**src/verilog/synctimer_macros.svh**
```systemverilog
`ifndef SYNCTIMER_MACROS_SVH
`define SYNCTIMER_MACROS_SVH

// time counter
`define SYNC_TIMER_WIDTH 64
`define SYNC_NUMERATOR   10 // ns per clock is NUMERATOR/DENOMINATOR
`define SYNC_DENOMINATOR 3

// sync frame layout
`define SYNC_FRAME_BYTES 12
`define SYNC_NODE_ID     8'h00
`define SYNC_OFFSET      16'h1234

// periodic trigger, in clocks
`define SYNC_INTERVAL    200

`endif
```
**src/verilog/synctimer_pkg.sv**
```systemverilog
`include "synctimer_macros.svh"

package synctimer_pkg;

    // time in ns
    typedef logic [`SYNC_TIMER_WIDTH-1:0] sync_time_t;

    typedef enum logic [7:0] {
        cmd_override = 8'h10,
        cmd_correct  = 8'h11
    } sync_cmd_e;

    // fields in wire order, node id goes out first
    typedef struct packed {
        logic [7:0] node_id;
        sync_cmd_e  cmd;
        sync_time_t time_value; // sent lsb first
        logic [15:0] offset;    // low byte first
    } sync_frame_t;

    // one beat of the byte stream
    typedef struct packed {
        logic [7:0] data;
        logic       last;
    } sync_byte_t;

    typedef enum logic {
        st_idle,
        st_send
    } frame_state_e;

endpackage

```
**src/verilog/synctimer_master.sv**
```systemverilog
`timescale 1ns/1ps
`include "synctimer_macros.svh"

module synctimer_master (
    input  logic                      clk,
    input  logic                      reset,

    input  synctimer_pkg::sync_time_t set_time,
    input  logic                      set_valid,
    input  logic                      adjust_sign,
    input  logic                      adjust_valid,
    output logic                      adjust_ready,
    output synctimer_pkg::sync_time_t current_time,

    input  logic                      start,
    input  logic                      override,
    input  logic                      sync_enable,

    output synctimer_pkg::sync_byte_t m_stream,
    output logic                      m_valid,
    input  logic                      m_ready
);

    import synctimer_pkg::*;

    logic        interval_tick;
    logic        trigger;
    logic        load;
    logic        shift;
    logic        frame_last;
    logic [7:0]  frame_data;
    sync_frame_t frame;

    assign trigger = start || interval_tick;

    // snapshot source, captured by the shifter on load
    assign frame.node_id    = `SYNC_NODE_ID;
    assign frame.cmd        = override ? cmd_override : cmd_correct;
    assign frame.time_value = current_time;
    assign frame.offset     = `SYNC_OFFSET;

    assign m_stream = '{data: frame_data, last: frame_last};

    synctimer_timer #(
        .NUMERATOR   (`SYNC_NUMERATOR),
        .DENOMINATOR (`SYNC_DENOMINATOR)
    ) u_timer (
        .clk          (clk),
        .reset        (reset),
        .set_time     (set_time),
        .set_valid    (set_valid),
        .adjust_sign  (adjust_sign),
        .adjust_valid (adjust_valid),
        .adjust_ready (adjust_ready),
        .current_time (current_time)
    );

    sync_interval_counter #(
        .PERIOD (`SYNC_INTERVAL)
    ) u_interval (
        .clk    (clk),
        .reset  (reset),
        .enable (sync_enable),
        .tick   (interval_tick)
    );

    sync_frame_fsm u_fsm (
        .clk     (clk),
        .reset   (reset),
        .trigger (trigger),
        .m_ready (m_ready),
        .load    (load),
        .shift   (shift),
        .m_valid (m_valid),
        .m_last  (frame_last)
    );

    sync_frame_shifter u_shifter (
        .clk   (clk),
        .reset (reset),
        .load  (load),
        .shift (shift),
        .frame (frame),
        .data  (frame_data)
    );

endmodule

```
**src/verilog/sync_frame_shifter.sv**
```systemverilog
`timescale 1ns/1ps

module sync_frame_shifter (
    input  logic                       clk,
    input  logic                       reset,
    input  logic                       load,
    input  logic                       shift,
    input  synctimer_pkg::sync_frame_t frame,
    output logic [7:0]                 data
);

    import synctimer_pkg::*;

    localparam int unsigned NUM_BYTES = $bits(sync_frame_t) / 8;

    // byte 0 is the one on the wire
    logic [NUM_BYTES-1:0][7:0] buffer;

    always_ff @(posedge clk) begin
        if (reset) begin
            buffer <= '0;
        end else if (load) begin
            buffer[0]    <= frame.node_id;
            buffer[1]    <= frame.cmd;
            buffer[9:2]  <= frame.time_value; // lsb lands in byte 2
            buffer[11:10] <= frame.offset;
        end else if (shift) begin
            buffer <= {8'h00, buffer[NUM_BYTES-1:1]};
        end
    end

    assign data = buffer[0];

endmodule

```
**src/verilog/sync_frame_fsm.sv**
```systemverilog
`timescale 1ns/1ps
`include "synctimer_macros.svh"

module sync_frame_fsm (
    input  logic clk,
    input  logic reset,
    input  logic trigger,
    input  logic m_ready,
    output logic load,
    output logic shift,
    output logic m_valid,
    output logic m_last
);

    import synctimer_pkg::*;

    localparam int unsigned CNT_W = $clog2(`SYNC_FRAME_BYTES);
    localparam logic [CNT_W-1:0] LAST_BYTE = CNT_W'(`SYNC_FRAME_BYTES - 1);

    frame_state_e     state;
    logic [CNT_W-1:0] byte_cnt;

    // triggers outside idle are ignored
    assign load    = (state == st_idle) && trigger;
    assign m_valid = (state == st_send);
    assign shift   = m_valid && m_ready; // one byte accepted
    assign m_last  = m_valid && (byte_cnt == LAST_BYTE);

    always_ff @(posedge clk) begin
        if (reset) begin
            state    <= st_idle;
            byte_cnt <= '0;
        end else begin
            case (state)
                st_idle: begin
                    byte_cnt <= '0;
                    if (load) begin
                        state <= st_send;
                    end
                end
                st_send: begin
                    if (shift) begin
                        if (m_last) begin
                            state    <= st_idle;
                            byte_cnt <= '0;
                        end else begin
                            byte_cnt <= byte_cnt + 1'b1;
                        end
                    end
                end
                default: begin
                    state    <= st_idle;
                    byte_cnt <= '0;
                end
            endcase
        end
    end

endmodule

```
**src/verilog/sync_interval_counter.sv**
```systemverilog
`timescale 1ns/1ps

module sync_interval_counter #(
    parameter int unsigned PERIOD = 200
) (
    input  logic clk,
    input  logic reset,
    input  logic enable,
    output logic tick
);

    localparam int unsigned CNT_W = (PERIOD > 1) ? $clog2(PERIOD) : 1;

    logic [CNT_W-1:0] count;
    logic             wrap;

    assign wrap = (count == CNT_W'(PERIOD - 1));

    always_ff @(posedge clk) begin
        if (reset) begin
            count <= '0;
        end else if (!enable) begin
            count <= '0; // hold while disabled
        end else if (wrap) begin
            count <= '0;
        end else begin
            count <= count + 1'b1;
        end
    end

    // registered, first pulse lands PERIOD cycles after enable
    always_ff @(posedge clk) begin
        if (reset) begin
            tick <= 1'b0;
        end else begin
            tick <= enable && wrap;
        end
    end

endmodule

```
**src/verilog/synctimer_timer.sv**
```systemverilog
`timescale 1ns/1ps

module synctimer_timer #(
    parameter int unsigned NUMERATOR   = 10,
    parameter int unsigned DENOMINATOR = 3
) (
    input  logic                      clk,
    input  logic                      reset,

    input  synctimer_pkg::sync_time_t set_time,
    input  logic                      set_valid,

    input  logic                      adjust_sign, // high means subtract
    input  logic                      adjust_valid,
    output logic                      adjust_ready,

    output synctimer_pkg::sync_time_t current_time
);

    import synctimer_pkg::*;

    // remainder needs room for rem + frac before the wrap
    localparam int unsigned REM_W = $clog2(DENOMINATOR) + 1;
    localparam sync_time_t  STEP  = sync_time_t'(NUMERATOR / DENOMINATOR);
    localparam int unsigned FRAC  = NUMERATOR % DENOMINATOR;

    logic [REM_W-1:0] rem;
    logic [REM_W-1:0] rem_sum;
    logic [REM_W-1:0] rem_next;
    logic             carry;
    logic             adjust_accept;
    sync_time_t       time_next;

    // set has priority, the adjust is not taken then
    assign adjust_accept = adjust_valid && adjust_ready && !set_valid;

    always_comb begin
        rem_sum = rem + REM_W'(FRAC);
        carry   = (rem_sum >= REM_W'(DENOMINATOR));
        if (carry) begin
            rem_next = rem_sum - REM_W'(DENOMINATOR);
        end else begin
            rem_next = rem_sum;
        end
    end

    always_comb begin
        time_next = current_time + STEP + sync_time_t'(carry);
        if (adjust_accept) begin
            if (adjust_sign) begin
                time_next = time_next - sync_time_t'(1);
            end else begin
                time_next = time_next + sync_time_t'(1);
            end
        end
    end

    always_ff @(posedge clk) begin
        if (reset) begin
            current_time <= '0;
            rem          <= '0;
        end else if (set_valid) begin
            current_time <= set_time;
            rem          <= '0; // restart the fraction
        end else begin
            current_time <= time_next;
            rem          <= rem_next;
        end
    end

    // one adjust every two cycles at most
    always_ff @(posedge clk) begin
        if (reset) begin
            adjust_ready <= 1'b1;
        end else begin
            adjust_ready <= !adjust_accept;
        end
    end

endmodule

```
**config.mk**
```make
export PLATFORM = sky130hd
export DESIGN_NAME = synctimer_master
export DESIGN_NICKNAME = d
export VERILOG_FILES = /design/src/verilog/synctimer_pkg.sv /design/src/verilog/synctimer_master.sv /design/src/verilog/sync_frame_shifter.sv /design/src/verilog/sync_frame_fsm.sv /design/src/verilog/sync_interval_counter.sv /design/src/verilog/synctimer_timer.sv
export VERILOG_INCLUDE_DIRS = /design/src /design/src/verilog
export SDC_FILE = /design/constraint.sdc
export NUM_CORES = 1
export LEC_CHECK = 0
export BUFFER_PORTS_ARGS = -buffer_cell sky130_fd_sc_hd__buf_2
export CORE_MARGIN = 1
export CORE_UTILIZATION = 59
export DETAILED_ROUTE_END_ITERATION = 6
export GPL_TIMING_DRIVEN = 1
export PLACE_DENSITY = 0.81
export SLEW_MARGIN = 25
export SYNTH_ARGS = -nofsm -noshare
export SYNTH_HDL_FRONTEND = slang
export SYNTH_SLANG_ARGS = --single-unit
```
**constraint.sdc**
```tcl
create_clock -name clk -period 7.2 [get_ports clk]
set_input_delay 0.36 -clock clk [delete_from_list [all_inputs] [get_ports clk]]
set_output_delay 0.36 -clock clk [all_outputs]
set_load 0.02 [all_outputs]
```
==> impl_metrics.ini <==
[timing]
maxSlewViolCount = 0
worst_pin_slew_ns = 1.05
setup_violations = 0
hold_viol_final = 0
fin_crit_ns = 5.86
max_clock_freq_mhz = 171
finalSetupTns_ns = 0
slew_headroom_pct = 30.1
rsz0062_at_grt = false
hold_ws_ns = 0.148
finClkSkew_ns = 0.0129
finalCritPeriodShare_pct = 81.4
setup_ws_ns = 1.34

[global_routing]
first_global_vias = 10700
grt_pass1_wl_um = 56200
track_usage_pct = 36.2
antenna_found_initial = 0
grt_overflow = 0
grt_max_degree = 79

[clocking]
numCtsBuffers = 17
ctsHoldBuffers = 0
ctsRootBufferMaster = clkbuf_16
clk_path_buf_depth = 2
cts.repair.resized = 0
clk_pin_slew_worst_paths_ns = 0.07
post_cts_buffers = 0
clock_insertion_delay_worst_skew_ns = 0.43
cts_tree = yes
cts.sinks = 165
h-tree-depth = 4

[floorplanning]
initial_core_util_pct = 60.2
rows = 50
die_h_um = 140
die_w_um = 140
die_area_um2 = 19600
core_area_um2 = 18600
ios = 148

[logic_synthesis]
synth-edff-count = 0
syn_nets = 1608
synth_most_common_cell = nand2_1
synth.distinct_cells = 72
ys_ff_latch = 165
ys_seq_area_share_pct = 29.4
ys_warn_count = 0
synth_top_cells_by_count = 202 x nand2_1, 168 x a21oi_1, 165 x dfxtp_1
async_reset_ff_share_pct = 0
avgSynthCellArea_um2 = 7.66
synthCells = 1465
yosys.area.top_type = dfxtp_1
synth_area_um2 = 11200
synth_ff_type = dfxtp_1
synth_top_area_share_pct = 29.4
synthTopCellsByArea = dfxtp_1 29%, ha_1 7.7%, a21oi_1 7.5%

[placed_design]
place_inst = 1757
place_ws_ns = 1.49
placed_area_um2 = 11900
dpl.hpwl_um = 25100
place_congestion = 0.938
numPortBuffers = 147

[detailed_routing]
drc = 1
vias = 11400
first_pass_iters = 7
final_antenna_net_count = 0
avgRoutedWirePerCell_um = 19.8
dr.first_iter.drc_count = 1153
routed_wirelength_um = 35400
routed_via_density = 6.38

[run_status]
violations = DRC
outcome = finished with violations

[layout]
final_layout_size_suffix_gt1_share_pct = 13.5
fin_util_pct = 67.5
final_cell_count_no_fill = 1789
postLayoutCellArea_um2 = 12600
fill_cells = 1645
n_antenna_cell = 0
nNetsFinal = 1685
area_growth_pct = 12.1

[worst_setup_path]
required_ns = 7.57
cp_slowest_cell = or4_1
worstSetupPathType = reg -> reg
cp-start-kind = flop
r2r_cells = 23
end_kind = flop
slowest_delay_ns = 0.53
rr_startpoint = u_timer.rem[0]
cp_common_cell = ha_1
cp_max_fo = 9
arrival_ns = 6.23
rrSetupSlack_ns = 1.34
crit_chain = ha_1 -> xor2_1 -> inv_1 -> ha_1 -> nor3_1 -> ha_1 -> ha_1 -> nor2_1 -> and3_1 -> and2_1 -> nand3_1 -> xnor2_1 -> ha_1 -> nand4_1 -> nor4_1 -> a21oi_1 -> nand3_1 -> a2bb2oi_1 -> o21a_1 -> nor4_2 -> nor2_1 -> or4_1 -> nand4_1
r2r_end = u_timer.current_time[62]

[min_path]
min_path_type = in -> reg
hp-start = set_time[5]
min_to = u_timer.current_time[5]
min_path_cells = 2

[pwr]
finalPower_mw = 2.94
ir_drop_mv = 0.184
leakage_nw = 5.22
powerDensity_nw_per_um2 = 234

[job]
max-cap-violations = 0
[power by group]
group / total [mW] / switching, mW / internal (mW) / leakage, nW
logic: 0.882 / 0.544 / 0.338 / 3.56
clock network: 0.992 / 0.428 / 0.564 / 0.302
registers: 1.06 / 0.0910 / 0.974 / 1.35
[routing by layer]
layer	vias to the layer above	wire [um]	part of all wire (%)	global-route usage [%]
li1	5464	-	-	-
met1	5403	15600	44	49.6
met2	475	16300	46	57.7
met3	75	2540	7.2	5.81
met4	0	863	2.4	12.4
met5	-	0	0	0
[state kept, by name, summed over array words and instances (netlist names)]
| register | cells |
|---|---|
| u_timer.current_time | 64 |
| u_shifter.buffer | 75 |
| u_fsm.byte_cnt | 4 |
| u_interval.count | 8 |
| u_timer.rem | 3 |
| u_interval.tick | 1 |
| u_timer.adjust_ready | 1 |
| u_shifter.data | 8 |
| u_fsm.m_valid | 1 |
[cell type report]
cell class	instances	area, um2	share of cell area (%)
well taps	234	293	2.33
repair buffers	156	806	6.41
multi-input cells	1180	7460	59.3
clock buffers	17	425	3.38
inverters	22	82.6	0.656
clock inverters	15	214	1.70
flip-flops and latches	165	3300	26.3
[worst max-delay path by stage]
stage / start / slack, ns / endpoint
after floorplan: u_timer.rem[0] / 2.23 / u_timer.current_time[62]
after global placement: u_timer.rem[0] / 1.71 / u_timer.current_time[62]
after detailed placement: u_timer.rem[0] / 1.49 / u_timer.current_time[62]
after CTS: u_timer.rem[0] / 1.47 / u_timer.current_time[62]
after global routing: u_timer.rem[0] / 0.99 / u_timer.current_time[62]
final: u_timer.rem[0] / 1.34 / u_timer.current_time[62]
[cells in the final DEF, fill, tap and decap left out, types with 9 or more instances in the layout]
cell type	synthesis	final
buf_4	9	10
a22oi_1	68	68
clkbuf_16	0	17
ha_1	69	69
nand4_1	38	38
nor2b_1	9	9
xor2_1	53	53
dfxtp_1	165	165
a31oi_1	15	15
inv_1	20	20
xnor2_1	76	76
nand2_1	202	201
a21o_1	32	32
nor3_1	22	21
a21oi_1	168	168
o21ai_0	73	73
nor2_1	107	104
o211ai_1	9	9
o21a_1	10	10
buf_2	1	146
nand3_1	49	49
and3_1	26	26
a211oi_1	27	27
and2_1	13	12
o21bai_1	10	10
o22ai_1	16	16
[critical path: cells and delay by family, from the launching register on]
| family | cells | cell delay (ns) |
|---|---|---|
| buffers and inverters | 1 | 0.07 |
| and+or+nand+nor | 12 | 3.09 |
| adders and majority gates | 5 | 1.33 |
| AOI/OAI and AO/OA | 3 | 0.58 |
| DFF | 1 | 0.35 |
| xor gates and xnor gates | 2 | 0.35 |
[cells by family after synthesis]
kind of cell	Yosys count	synth area share, %
flip-flops	165	29.4
buffers and inverters	120	4.33
XOR/XNOR	129	10.1
AO/OA/AOI/OAI	482	27.6
multiplexers	3	0.268
AND/OR/NAND/NOR	496	20.4
adder cells (fa/ha/maj)	70	7.87
No activity file was read; power rests on OpenSTA's default activity.
